[config.mk]
export PLATFORM = sky130hd
export DESIGN_NAME = issue_dispatcher
export DESIGN_NICKNAME = d
export VERILOG_FILES = /design/src/hdl/issue_pkg.sv /design/src/hdl/issue_dispatcher.sv
export SDC_FILE = /design/constraint.sdc
export NUM_CORES = 1
export LEC_CHECK = 0
export BUFFER_PORTS_ARGS = -buffer_cell sky130_fd_sc_hd__buf_2
export CAP_MARGIN = 15
export CORE_AREA = 3 3 329 331
export DETAILED_ROUTE_END_ITERATION = 7
export DIE_AREA = 0 0 332 334
export GPL_ROUTABILITY_DRIVEN = 0
export GPL_TIMING_DRIVEN = 0
export PLACE_DENSITY = 0.3
export SYNTH_ARGS = -nofsm -noshare
export SYNTH_HDL_FRONTEND = slang
export SYNTH_SLANG_ARGS = --single-unit
[constraint.sdc]
create_clock -name vclk -period 13.45
set_input_delay 4.035 -clock vclk [all_inputs]
set_output_delay 4.035 -clock vclk [all_outputs]
set_load 0.02 [all_outputs]
[src/hdl/issue_pkg.sv]
`default_nettype none

package issue_pkg;

    // read ports between dispatcher and register file
    localparam int NUM_RD = 4;

    typedef logic [31:0] word_t;
    typedef logic [4:0]  reg_idx_t;
    typedef logic [11:0] imm_t;

    // instruction: op[31:28] rd[27:23] rj[22:18] rk[17:13] spare[12] imm[11:0]
    typedef enum logic [3:0] {
        OP_NOP  = 4'd0,
        OP_ADD  = 4'd1,
        OP_SUB  = 4'd2,
        OP_AND  = 4'd3,
        OP_OR   = 4'd4,
        OP_XOR  = 4'd5,
        OP_SLL  = 4'd6,
        OP_SRL  = 4'd7,
        OP_ADDI = 4'd8,
        OP_LUI  = 4'd9,
        OP_MUL  = 4'd10
    } opcode_t;

    typedef struct packed {
        logic     valid;
        opcode_t  opcode;
        reg_idx_t rd;
        reg_idx_t rj;
        reg_idx_t rk;
        imm_t     imm;
        word_t    pc;
    } uop_t;

    // one lane's record, operands already resolved
    typedef struct packed {
        logic     valid;
        opcode_t  opcode;
        reg_idx_t rd;
        word_t    a;
        word_t    b;
        word_t    imm;
        word_t    pc;
    } issue_t;

    typedef struct packed {
        logic     valid;
        reg_idx_t rd;
        word_t    value;
        word_t    pc;
        logic     is_mul;
    } lane_res_t;

    typedef struct packed {
        logic     valid;
        word_t    pc;
        reg_idx_t rd;
        word_t    value;
    } commit_t;

    // word1 sits at pc + 4
    typedef struct packed {
        word_t word0;
        word_t word1;
        word_t pc;
    } pair_t;

    typedef enum logic [1:0] {
        RX_IDLE,
        RX_ACK,
        RX_HOLD
    } rx_state_t;

endpackage

`default_nettype wire

[src/hdl/issue_dispatcher.sv]
`timescale 1ns/1ns
`default_nettype none

module issue_dispatcher
    import issue_pkg::*;
(
    input  uop_t                    slot0,
    input  uop_t                    slot1,
    output logic                    take0,
    output logic                    take1,
    output reg_idx_t [NUM_RD-1:0]   rd_idx,
    input  word_t    [NUM_RD-1:0]   rd_val,
    input  lane_res_t               e1_res0,
    input  lane_res_t               e1_res1,
    input  lane_res_t               e2_res0,
    input  lane_res_t               e2_res1,
    output issue_t                  issue0,
    output issue_t                  issue1
);

    logic  stall0;
    logic  stall1;
    logic  pair_ok;
    word_t a0;
    word_t b0;
    word_t a1;
    word_t b1;

    function automatic logic reads_rj(opcode_t op);
        return !(op inside {OP_NOP, OP_LUI});
    endfunction

    function automatic logic reads_rk(opcode_t op);
        return !(op inside {OP_NOP, OP_ADDI, OP_LUI});
    endfunction

    // r0 is never a real dependency
    function automatic logic uses(uop_t u, reg_idx_t r);
        return (r != '0) && ((reads_rj(u.opcode) && u.rj == r) ||
                             (reads_rk(u.opcode) && u.rk == r));
    endfunction

    function automatic logic waits_mul(uop_t u, lane_res_t r);
        return r.valid && r.is_mul && uses(u, r.rd);
    endfunction

    // youngest producer first since lane 1 is younger than lane 0
    function automatic word_t operand(reg_idx_t idx, word_t rf_val, lane_res_t s1_l0,
                                      lane_res_t s1_l1, lane_res_t s2_l0, lane_res_t s2_l1);
        if (idx == '0) return '0;
        if (s1_l1.valid && !s1_l1.is_mul && s1_l1.rd == idx) return s1_l1.value;
        if (s1_l0.valid && !s1_l0.is_mul && s1_l0.rd == idx) return s1_l0.value;
        if (s2_l1.valid && s2_l1.rd == idx) return s2_l1.value;
        if (s2_l0.valid && s2_l0.rd == idx) return s2_l0.value;
        return rf_val;
    endfunction

    function automatic issue_t build(uop_t u, word_t a, word_t b, logic go);
        issue_t r;
        r.valid  = go;
        r.opcode = u.opcode;
        r.rd     = u.rd;
        r.a      = a;
        r.b      = b;
        r.imm    = {{20{u.imm[11]}}, u.imm};
        r.pc     = u.pc;
        return r;
    endfunction

    assign rd_idx[0] = slot0.rj;
    assign rd_idx[1] = slot0.rk;
    assign rd_idx[2] = slot1.rj;
    assign rd_idx[3] = slot1.rk;

    assign a0 = operand(slot0.rj, rd_val[0], e1_res0, e1_res1, e2_res0, e2_res1);
    assign b0 = operand(slot0.rk, rd_val[1], e1_res0, e1_res1, e2_res0, e2_res1);
    assign a1 = operand(slot1.rj, rd_val[2], e1_res0, e1_res1, e2_res0, e2_res1);
    assign b1 = operand(slot1.rk, rd_val[3], e1_res0, e1_res1, e2_res0, e2_res1);

    // product not ready while the multiply sits in lane 0 stage 1
    assign stall0 = waits_mul(slot0, e1_res0);
    assign stall1 = waits_mul(slot1, e1_res0);

    // only lane 0 can multiply
    assign pair_ok = slot0.valid && slot1.valid && !uses(slot1, slot0.rd) &&
                     (slot1.opcode != OP_MUL);

    always_comb begin
        take0 = 1'b0;
        take1 = 1'b0;
        if (slot0.valid) begin
            if (!stall0 && !(pair_ok && stall1)) begin
                take0 = 1'b1;
                take1 = pair_ok;
            end
        end else if (slot1.valid && !stall1) begin
            take1 = 1'b1;
        end
    end

    // a lone younger slot goes to lane 0
    assign issue0 = take0 ? build(slot0, a0, b0, 1'b1) :
                            build(slot1, a1, b1, take1 && !slot0.valid);
    assign issue1 = build(slot1, a1, b1, take1 && slot0.valid);

endmodule

`default_nettype wire

==> metrics.txt <==
dominant cells by area after synthesis=a221o_1, buf_4, mux2_1, a222oi_1, a32o_1; mapped cell area=9589 um2; Die Height=334 um; number of global-route vias before repair=14707; Static Leak=6.208 nW; GRT Residual Overflow=0; Req. time, crit path=9.41 ns; CP top delay family=buffers and inverters; via-per-instance ratio=4.352; Commonest cells post-synth=buf_4, a221o_1, clkbuf_1; largest area contributor in the netlist=a221o_1; DRC Markers=0; wire per inst=31.51 um; largest net degree at the start of global routing=23; CLK BUF=0; area grow syn2layout=55.45%; Yosys cell types=56; syn nets=1825; Tot Pwr=0.6702 mW; RSZ-0062 raised after global routing=false; CORE AREA=105400 um2; worst slew pin tran=1.232 ns; Syn Inst Count=1285; hold-fix buffers at CTS=0; setup TNS=0 ns; Storage cell area=0 um2; Setup-failing EPs final=0; sequential area share after synthesis=0%; fmax=between 0.08 and 0.09 GHz; worst rel slew slack=17.87%; warnings from Yosys=0; pwr dens=roughly 45 nW/um2; Seq cells=0; most numerous cell in the Yosys netlist=buf_4; Post-CTS Resized=0; startpoint types=input pin; first-pass GRT wire length=137900 um; Die W=332 um; critical path peak fanout=10; IO Count=838; Setup Fix Bufs, Post-CTS=0; detailed-route via count=between 10000 and 15000; DRT iter0 DRCs=approximately 1600; kind of critical path=in -> out; worst path cell trace=clkbuf_1, clkbuf_1, nand4_1, clkbuf_1, a221o_1, a222oi_1, mux2i_1, buf_2; CP most frequent cell=clkbuf_1; clock period minus worst slack=12.08 ns; initial antenna violation count=73; Final HPWL DP=88850 um; port buffer count=676; Initial Utilization=9.097%; Final Hold Viols=0; peak per-stage delay on the critical path=0.88 ns; Rows=119; Critical Path End Type=primary output; GRT Resource Usage Total=around 18%; CP max stage cell=nand4_1; status=finished clean; syn avg cell area=between 7 and 8 um2; Final nets=2511; CP Buf/Inv Count=4; HP Class=in -> out; antenna viol nets, final=0; first-pass iteration count of the detailed router=8; peak supply drop=0.00001834 V; die footprint=around 110000 um2; final slew viol count=0; max cap viols=0; crit path DAT=between 8 and 9 ns; WL final=106900 um; final period utilization=between 80% and 90%; post-synth top area share=about an eighth; share of cells above drive strength 1=46.83%
where the power goes:
| group | total [mW] | internal, mW | switching, mW |
|---|---|---|---|
| Combinational | 0.670 | 0.247 | 0.423 |
| Sequential | 0 | 0 | 0 |
| Clock | 0.000000150 | 0.000000150 | 0 |
cell usage in the layout, fill, tap and decap left out, types with 5 or more instances in the layout:
master and instances:
and2_1 67, a221o_1 115, nor2_1 16, nand3_1 59, xnor2_1 49, a32o_1 51, buf_2 727, mux2_1 74
o22ai_1 13, inv_1 32, nand2_1 76, nand2b_1 6, nor3_1 39, o31a_1 13, buf_6 10, nand4_1 5
mux2_2 35, clkbuf_1 107, a211oi_1 65, nor2b_1 34, a221oi_1 13, o221ai_1 14, o31ai_1 19, xor2_1 39
a2bb2oi_1 19, nor3_2 6, a222oi_1 64, mux2_4 8, buf_4 123, diode_2 32, mux2i_1 32
worst paths after layout:
check	to	start	slack (ns)	depth (start not counted)
worst max-delay path	issue0[68]	e2_res0[70]	1.37	8
worst min-delay path	rd_idx[7]	slot0[46]	8.29	2
layout make-up:
cell class / count / area (um2)
Antenna cell: 32 / 80.08
Buffer: 285 / 1618
Fill cell: 12400 / 90510
Inverter: 33 / 123.9
Multi-Input combinational cell: 967 / 7868
Tap cell: 1391 / 1740
Timing Repair Buffer: 684 / 3477
logic make-up after synthesis:
logic type / after synthesis / share of synthesized area, %
simple gates: 328 / 18.18
compound gates: 400 / 37.89
buf+inv: 318 / 18.16
mux: 149 / 17.39
xor+xnor: 90 / 8.377
metal layers:
metal | vias up | share of wire, % | track usage [%] | routed length [um]
met1 | 7258 | 45 | 24.16 | 47630
met3 | 123 | 8.4 | 4.601 | 8957
met2 | 941 | 45 | 29.12 | 47630
li1 | 6401 | - | - | -
met4 | 38 | 2.3 | 3.328 | 2435
met5 | - | 0.21 | 0 | 224
stage by stage:
step                cells  hold WS (ns)  setup WS (ns)  utilization [%]  area, um2
floorplan            1285         8.183          3.142                -       9589
global placement     3352         8.290          1.113            13.96      14710
detailed placement   3359         8.288          1.147            14.05      14820
CTS                  3359         8.289          1.143            14.05      14820
global route         3367         8.291          1.082            14.08      14840
finish               3392         8.289          1.373            14.14      14910
Note: power is estimated with default switching activity, not from simulation.
