`config.mk`:
```
export PLATFORM = sky130hd
export DESIGN_NAME = pair_decoder
export DESIGN_NICKNAME = d
export VERILOG_FILES = /design/src/hdl/issue_pkg.sv /design/src/hdl/pair_decoder.sv
export SDC_FILE = /design/constraint.sdc
export NUM_CORES = 1
export LEC_CHECK = 0
export ABC_AREA = 1
export ABC_CLOCK_PERIOD_IN_PS = 5470
export BUFFER_PORTS_ARGS = -buffer_cell sky130_fd_sc_hd__buf_4
export CORE_UTILIZATION = 38
export DETAILED_ROUTE_END_ITERATION = 8
export PLACE_DENSITY = 0.71
export SETUP_SLACK_MARGIN = 0.05
export SLEW_MARGIN = 20
export SYNTH_ARGS = -nofsm -noshare
export SYNTH_HDL_FRONTEND = slang
export SYNTH_SLANG_ARGS = --single-unit
```
`constraint.sdc`:
```
create_clock -name clk -period 5.47 [get_ports clk]
set_input_delay 0.2735 -clock clk [delete_from_list [all_inputs] [get_ports clk]]
set_output_delay 0.2735 -clock clk [all_outputs]
set_load 0.02 [all_outputs]
```
`src/hdl/issue_pkg.sv`:
```
`default_nettype none

package issue_pkg;

    // read ports between dispatcher and register file
    localparam int NUM_RD = 4;

    typedef logic [31:0] word_t;
    typedef logic [4:0]  reg_idx_t;
    typedef logic [11:0] imm_t;

    // instruction: op[31:28] rd[27:23] rj[22:18] rk[17:13] spare[12] imm[11:0]
    typedef enum logic [3:0] {
        OP_NOP  = 4'd0,
        OP_ADD  = 4'd1,
        OP_SUB  = 4'd2,
        OP_AND  = 4'd3,
        OP_OR   = 4'd4,
        OP_XOR  = 4'd5,
        OP_SLL  = 4'd6,
        OP_SRL  = 4'd7,
        OP_ADDI = 4'd8,
        OP_LUI  = 4'd9,
        OP_MUL  = 4'd10
    } opcode_t;

    typedef struct packed {
        logic     valid;
        opcode_t  opcode;
        reg_idx_t rd;
        reg_idx_t rj;
        reg_idx_t rk;
        imm_t     imm;
        word_t    pc;
    } uop_t;

    // one lane's record, operands already resolved
    typedef struct packed {
        logic     valid;
        opcode_t  opcode;
        reg_idx_t rd;
        word_t    a;
        word_t    b;
        word_t    imm;
        word_t    pc;
    } issue_t;

    typedef struct packed {
        logic     valid;
        reg_idx_t rd;
        word_t    value;
        word_t    pc;
        logic     is_mul;
    } lane_res_t;

    typedef struct packed {
        logic     valid;
        word_t    pc;
        reg_idx_t rd;
        word_t    value;
    } commit_t;

    // word1 sits at pc + 4
    typedef struct packed {
        word_t word0;
        word_t word1;
        word_t pc;
    } pair_t;

    typedef enum logic [1:0] {
        RX_IDLE,
        RX_ACK,
        RX_HOLD
    } rx_state_t;

endpackage

`default_nettype wire

```
`src/hdl/pair_decoder.sv`:
```
`timescale 1ns/1ns
`default_nettype none

module pair_decoder
    import issue_pkg::*;
(
    input  logic  clk,
    input  logic  rstn,
    input  logic  fetch_req,
    input  pair_t fetch_pair,
    output logic  fetch_ack,
    input  logic  take0,
    input  logic  take1,
    output uop_t  slot0,
    output uop_t  slot1
);

    rx_state_t state;
    logic      v0;
    logic      v1;
    uop_t      u0_q;
    uop_t      u1_q;
    logic      accept;

    function automatic uop_t decode(word_t w, word_t pc);
        uop_t u;
        u.valid = 1'b1;
        u.rd    = w[27:23];
        u.rj    = w[22:18];
        u.rk    = w[17:13];
        u.imm   = w[11:0];
        u.pc    = pc;
        case (w[31:28])
            OP_ADD, OP_SUB, OP_AND, OP_OR, OP_XOR,
            OP_SLL, OP_SRL, OP_ADDI, OP_LUI, OP_MUL: u.opcode = opcode_t'(w[31:28]);
            default: u.opcode = OP_NOP;
        endcase
        // nop still commits, but as a write to r0
        if (u.opcode == OP_NOP) begin
            u.rd = '0;
            u.rj = '0;
            u.rk = '0;
        end
        return u;
    endfunction

    // buffer must be fully drained before a new pair
    assign accept    = (state != RX_ACK) && fetch_req && !v0 && !v1;
    assign fetch_ack = (state == RX_ACK);

    always_ff @(posedge clk or negedge rstn) begin
        if (!rstn) begin
            state <= RX_IDLE;
        end else begin
            case (state)
                RX_IDLE: if (fetch_req) state <= accept ? RX_ACK : RX_HOLD;
                RX_HOLD: if (accept) state <= RX_ACK;
                RX_ACK:  if (!fetch_req) state <= RX_IDLE;
                default: state <= RX_IDLE;
            endcase
        end
    end

    always_ff @(posedge clk or negedge rstn) begin
        if (!rstn) begin
            v0 <= 1'b0;
            v1 <= 1'b0;
        end else if (accept) begin
            v0 <= 1'b1;
            v1 <= 1'b1;
        end else begin
            if (take0) v0 <= 1'b0;
            if (take1) v1 <= 1'b0;
        end
    end

    always_ff @(posedge clk) begin
        if (accept) begin
            u0_q <= decode(fetch_pair.word0, fetch_pair.pc);
            u1_q <= decode(fetch_pair.word1, fetch_pair.pc + 32'd4);
        end
    end

    always_comb begin
        slot0       = u0_q;
        slot0.valid = v0;
        slot1       = u1_q;
        slot1.valid = v1;
    end

endmodule

`default_nettype wire

```
==> impl_metrics.toml <==
[sta]
setup_violations = 0
maxSlewViolCount = 0
fin_setup_tns_ns = 0
tightest_slew_ns = 0.9333
fin_hold_ws_ns = 0.03768
final_min_period_over_clock_period_pct = 46.88
timing.max_slew.rel_slack_pct = 37.78
layout_min_cycle_time_ns = 2.564
achievable-frequency_ghz = 0.3900
grt_setup_unrepaired = "no"
finalClockSkew_ns = 0.004961
finalHoldViolations = 0

[synthesis]
netlist.area_leader.share_pct = 72.76
warnings_synthesis = 0
post_synth_most_frequent_cells = "sky130_fd_sc_hd__edfxtp_1 (124), sky130_fd_sc_hd__nand2_1 (91), sky130_fd_sc_hd__nor2_1 (81)"
synth-edff-count = 124
yosys.area.top_type = "sky130_fd_sc_hd__edfxtp_1"
ys_top_cells_by_area = "sky130_fd_sc_hd__edfxtp_1 (73%), sky130_fd_sc_hd__nand2_1 (6.7%), sky130_fd_sc_hd__nor2_1 (5.9%)"
yosysUniqueCellTypes = 19
post_synth_instance_area_um2 = 5117
post-synth-top-count-cell = "sky130_fd_sc_hd__edfxtp_1"
postSynth.topFlopCell = "sky130_fd_sc_hd__edfxtp_1"
synthCells = 416
synth-seq-cells = 128
synth.avg_cell_area_um2 = 12.30
async_flop_share_pct = 3.125
synth_nets = 518
yosysSeqAreaShare_pct = 74.72

[floorplanning]
start_util_pct = 38.80
placeableCoreArea_um2 = 13190
row_count = 42
design.portCount = 230
die_x_um = 118.0
fp.dieH_um = 118.0
fp.dieArea_um2 = 13930

[finish]
finish.utilization_pct = 57.94
antenna_cells_inserted = 0
multiInputGateArea_um2 = 1023
finish.instance_area_um2 = 7642
post_route_cells_drive_above_1_share_pct = 39.79
fin_cells = 847
syn_to_final_growth_pct = 49.34
final_net_count = 760
fillCellCount = 1135
storage_element_area_um2 = 3824

[worst_setup_path]
setup.worst_path.start_class = "flop"
setup.worst_path.class = "flop to flop"
critPathArrivalTime_ns = 2.61
worst-endpoint-required_ns = 5.51
cp_max_fo = 75
end_kind = "flop"

[cts]
postCtsSetupRepairBufs = 0
cts_tree = "built"
cts.htree.levels = 4
clk_pin_slew_worst_paths_ns = 0.05
clock_latency_at_the_later_pin_of_the_worst_skew_pair_ns = 0.41
cts_buffer_depth = 2
cts-root-buf = "sky130_fd_sc_hd__clkbuf_16"
clock_sinks = 128
cts_inserted_buffers = 17
post_cts.resized_instances = 0

[route]
drt-total-wl_mm = 12.87
detail_route.wl_per_cell_um = 15.19
drcViolationCount = 0
num_vias = 3847
drtIter0Drc = 209
vias_cell = 4.542
firstDrtPassIters = 4
antenna_violating_nets_post_route = 0

[placement]
portBuffers = 227
dp_hpwl_mm = 9.797
placed_area_um2 = 7007
placedCellCount = 814
gp_routability_congestion = 0.8987

[grt]
grt_antenna_before_repair = 0
global_route.usage.total_pct = 18.68
grt_start_max_net_pins = 76
grt_pass1_vias = 3658
grt_pass1_wl_mm = 19.18
global_route.overflow_total = 0

[power_and_ir_drop]
max-vdd-ir-drop_mv = 0.1789
cellLeakagePower_nw = 3.324
p_per_area_nw_per_um2 = 455.2

[job]
max_cap_viol_count = 0

[status]
outcome = "complete, no violations"

[min_path]
worst_hold_path_type = "input pin to flop"
==> sequential cells by signal (all words and copies together) (netlist names) <==
| register | cells |
|---|---|
| slot0 | 63 |
| slot1 | 61 |
| state | 2 |
| v0 | 1 |
| v1 | 1 |
==> metal layers <==
metal | routed length, um | part of all wire, % | track usage, % | vias to the layer above
met1 | 4885 | 38 | 20.45 | 1791
met5 | 0 | 0 | 0 | -
met2 | 6711 | 52 | 32.10 | 178
met4 | 271 | 2.1 | 7.452 | 0
li1 | - | - | - | 1853
met3 | 1000 | 7.8 | 7.607 | 25
==> power by group <==
part / leakage [nW] / total, mW / switching (mW) / internal [mW]
logic: 1.81 / 0.849 / 0.541 / 0.308
registers: 1.21 / 1.44 / 0.0668 / 1.37
clock network: 0.303 / 1.19 / 0.390 / 0.801
total: 3.32 / 3.48 / 0.998 / 2.48
==> area by class of cell <==
| type | count | share of cell area, % |
|---|---|---|
| multi-input cells | 222 | 13.39 |
| clock buffers | 19 | 5.665 |
| flip-flops and latches | 128 | 50.03 |
| well taps | 176 | 2.881 |
| repair buffers | 229 | 22.53 |
| inverters | 60 | 2.980 |
| clock inverters | 13 | 2.521 |
==> cells in the final DEF, fill, tap and decap left out, types with 3 or more instances in the layout <==
cell                        count
sky130_fd_sc_hd__buf_4        228
sky130_fd_sc_hd__edfxtp_1     124
sky130_fd_sc_hd__nand2_1       91
sky130_fd_sc_hd__nor2_1        81
sky130_fd_sc_hd__inv_1         59
sky130_fd_sc_hd__clkbuf_16     17
sky130_fd_sc_hd__nand3_1       12
sky130_fd_sc_hd__xor2_1         8
sky130_fd_sc_hd__xnor2_1        7
sky130_fd_sc_hd__nor2_2         6
sky130_fd_sc_hd__o21ai_0        6
sky130_fd_sc_hd__bufinv_16      5
sky130_fd_sc_hd__dfrtp_1        4
sky130_fd_sc_hd__clkinv_1       3
sky130_fd_sc_hd__clkinv_2       3
==> worst max-delay path, stage by stage (launching register included) <==
cell and delay (ns):
sky130_fd_sc_hd__dfrtp_1 0.39, sky130_fd_sc_hd__inv_1 0.07, sky130_fd_sc_hd__nor2_1 0.06, sky130_fd_sc_hd__inv_1 0.05, sky130_fd_sc_hd__nand4_1 0.18, sky130_fd_sc_hd__inv_4 0.73
sky130_fd_sc_hd__buf_4 0.67
==> worst paths after layout <==
kind,from,end,slack [ns],cells past startpoint
worst min-delay path,fetch_pair[70],slot0[38],0.04,1
worst min register to register,state[0],state[0],0.53,1
min in group asynchronous,rstn,v0,0.22,2
worst max register to register,state[0],slot0[46],2.91,6
worst max-delay path,state[0],slot0[46],2.91,6
max in group asynchronous,rstn,state[1],5.15,2
==> what timing repair did <==
item | CTS | global route
endpoints found under the hold margin | 4 | 0
endpoints found under the setup margin | 0 | 0
hold buffers | 1 | 0
==> kinds of logic (layout without fill, tap and decap cells) <==
| group | after synthesis | after routing | share of synthesized area [%] |
|---|---|---|---|
| simple gates | 196 | 196 | 15.48 |
| flops | 128 | 128 | 74.72 |
| buf+inv | 66 | 321 | 5.281 |
| xor+xnor | 15 | 15 | 2.567 |
| compound gates | 10 | 10 | 1.711 |
| fa+ha+maj | 1 | 1 | 0.2445 |
==> metrics by stage <==
stage	worst slack (ns)	power, mW
detailed placement	2.899	2.319
global placement	3.020	2.295
CTS	2.898	3.512
finish	2.906	3.479
global route	2.747	3.604
floorplan	1.859	1.910
Power figures use the tool's default switching activity.
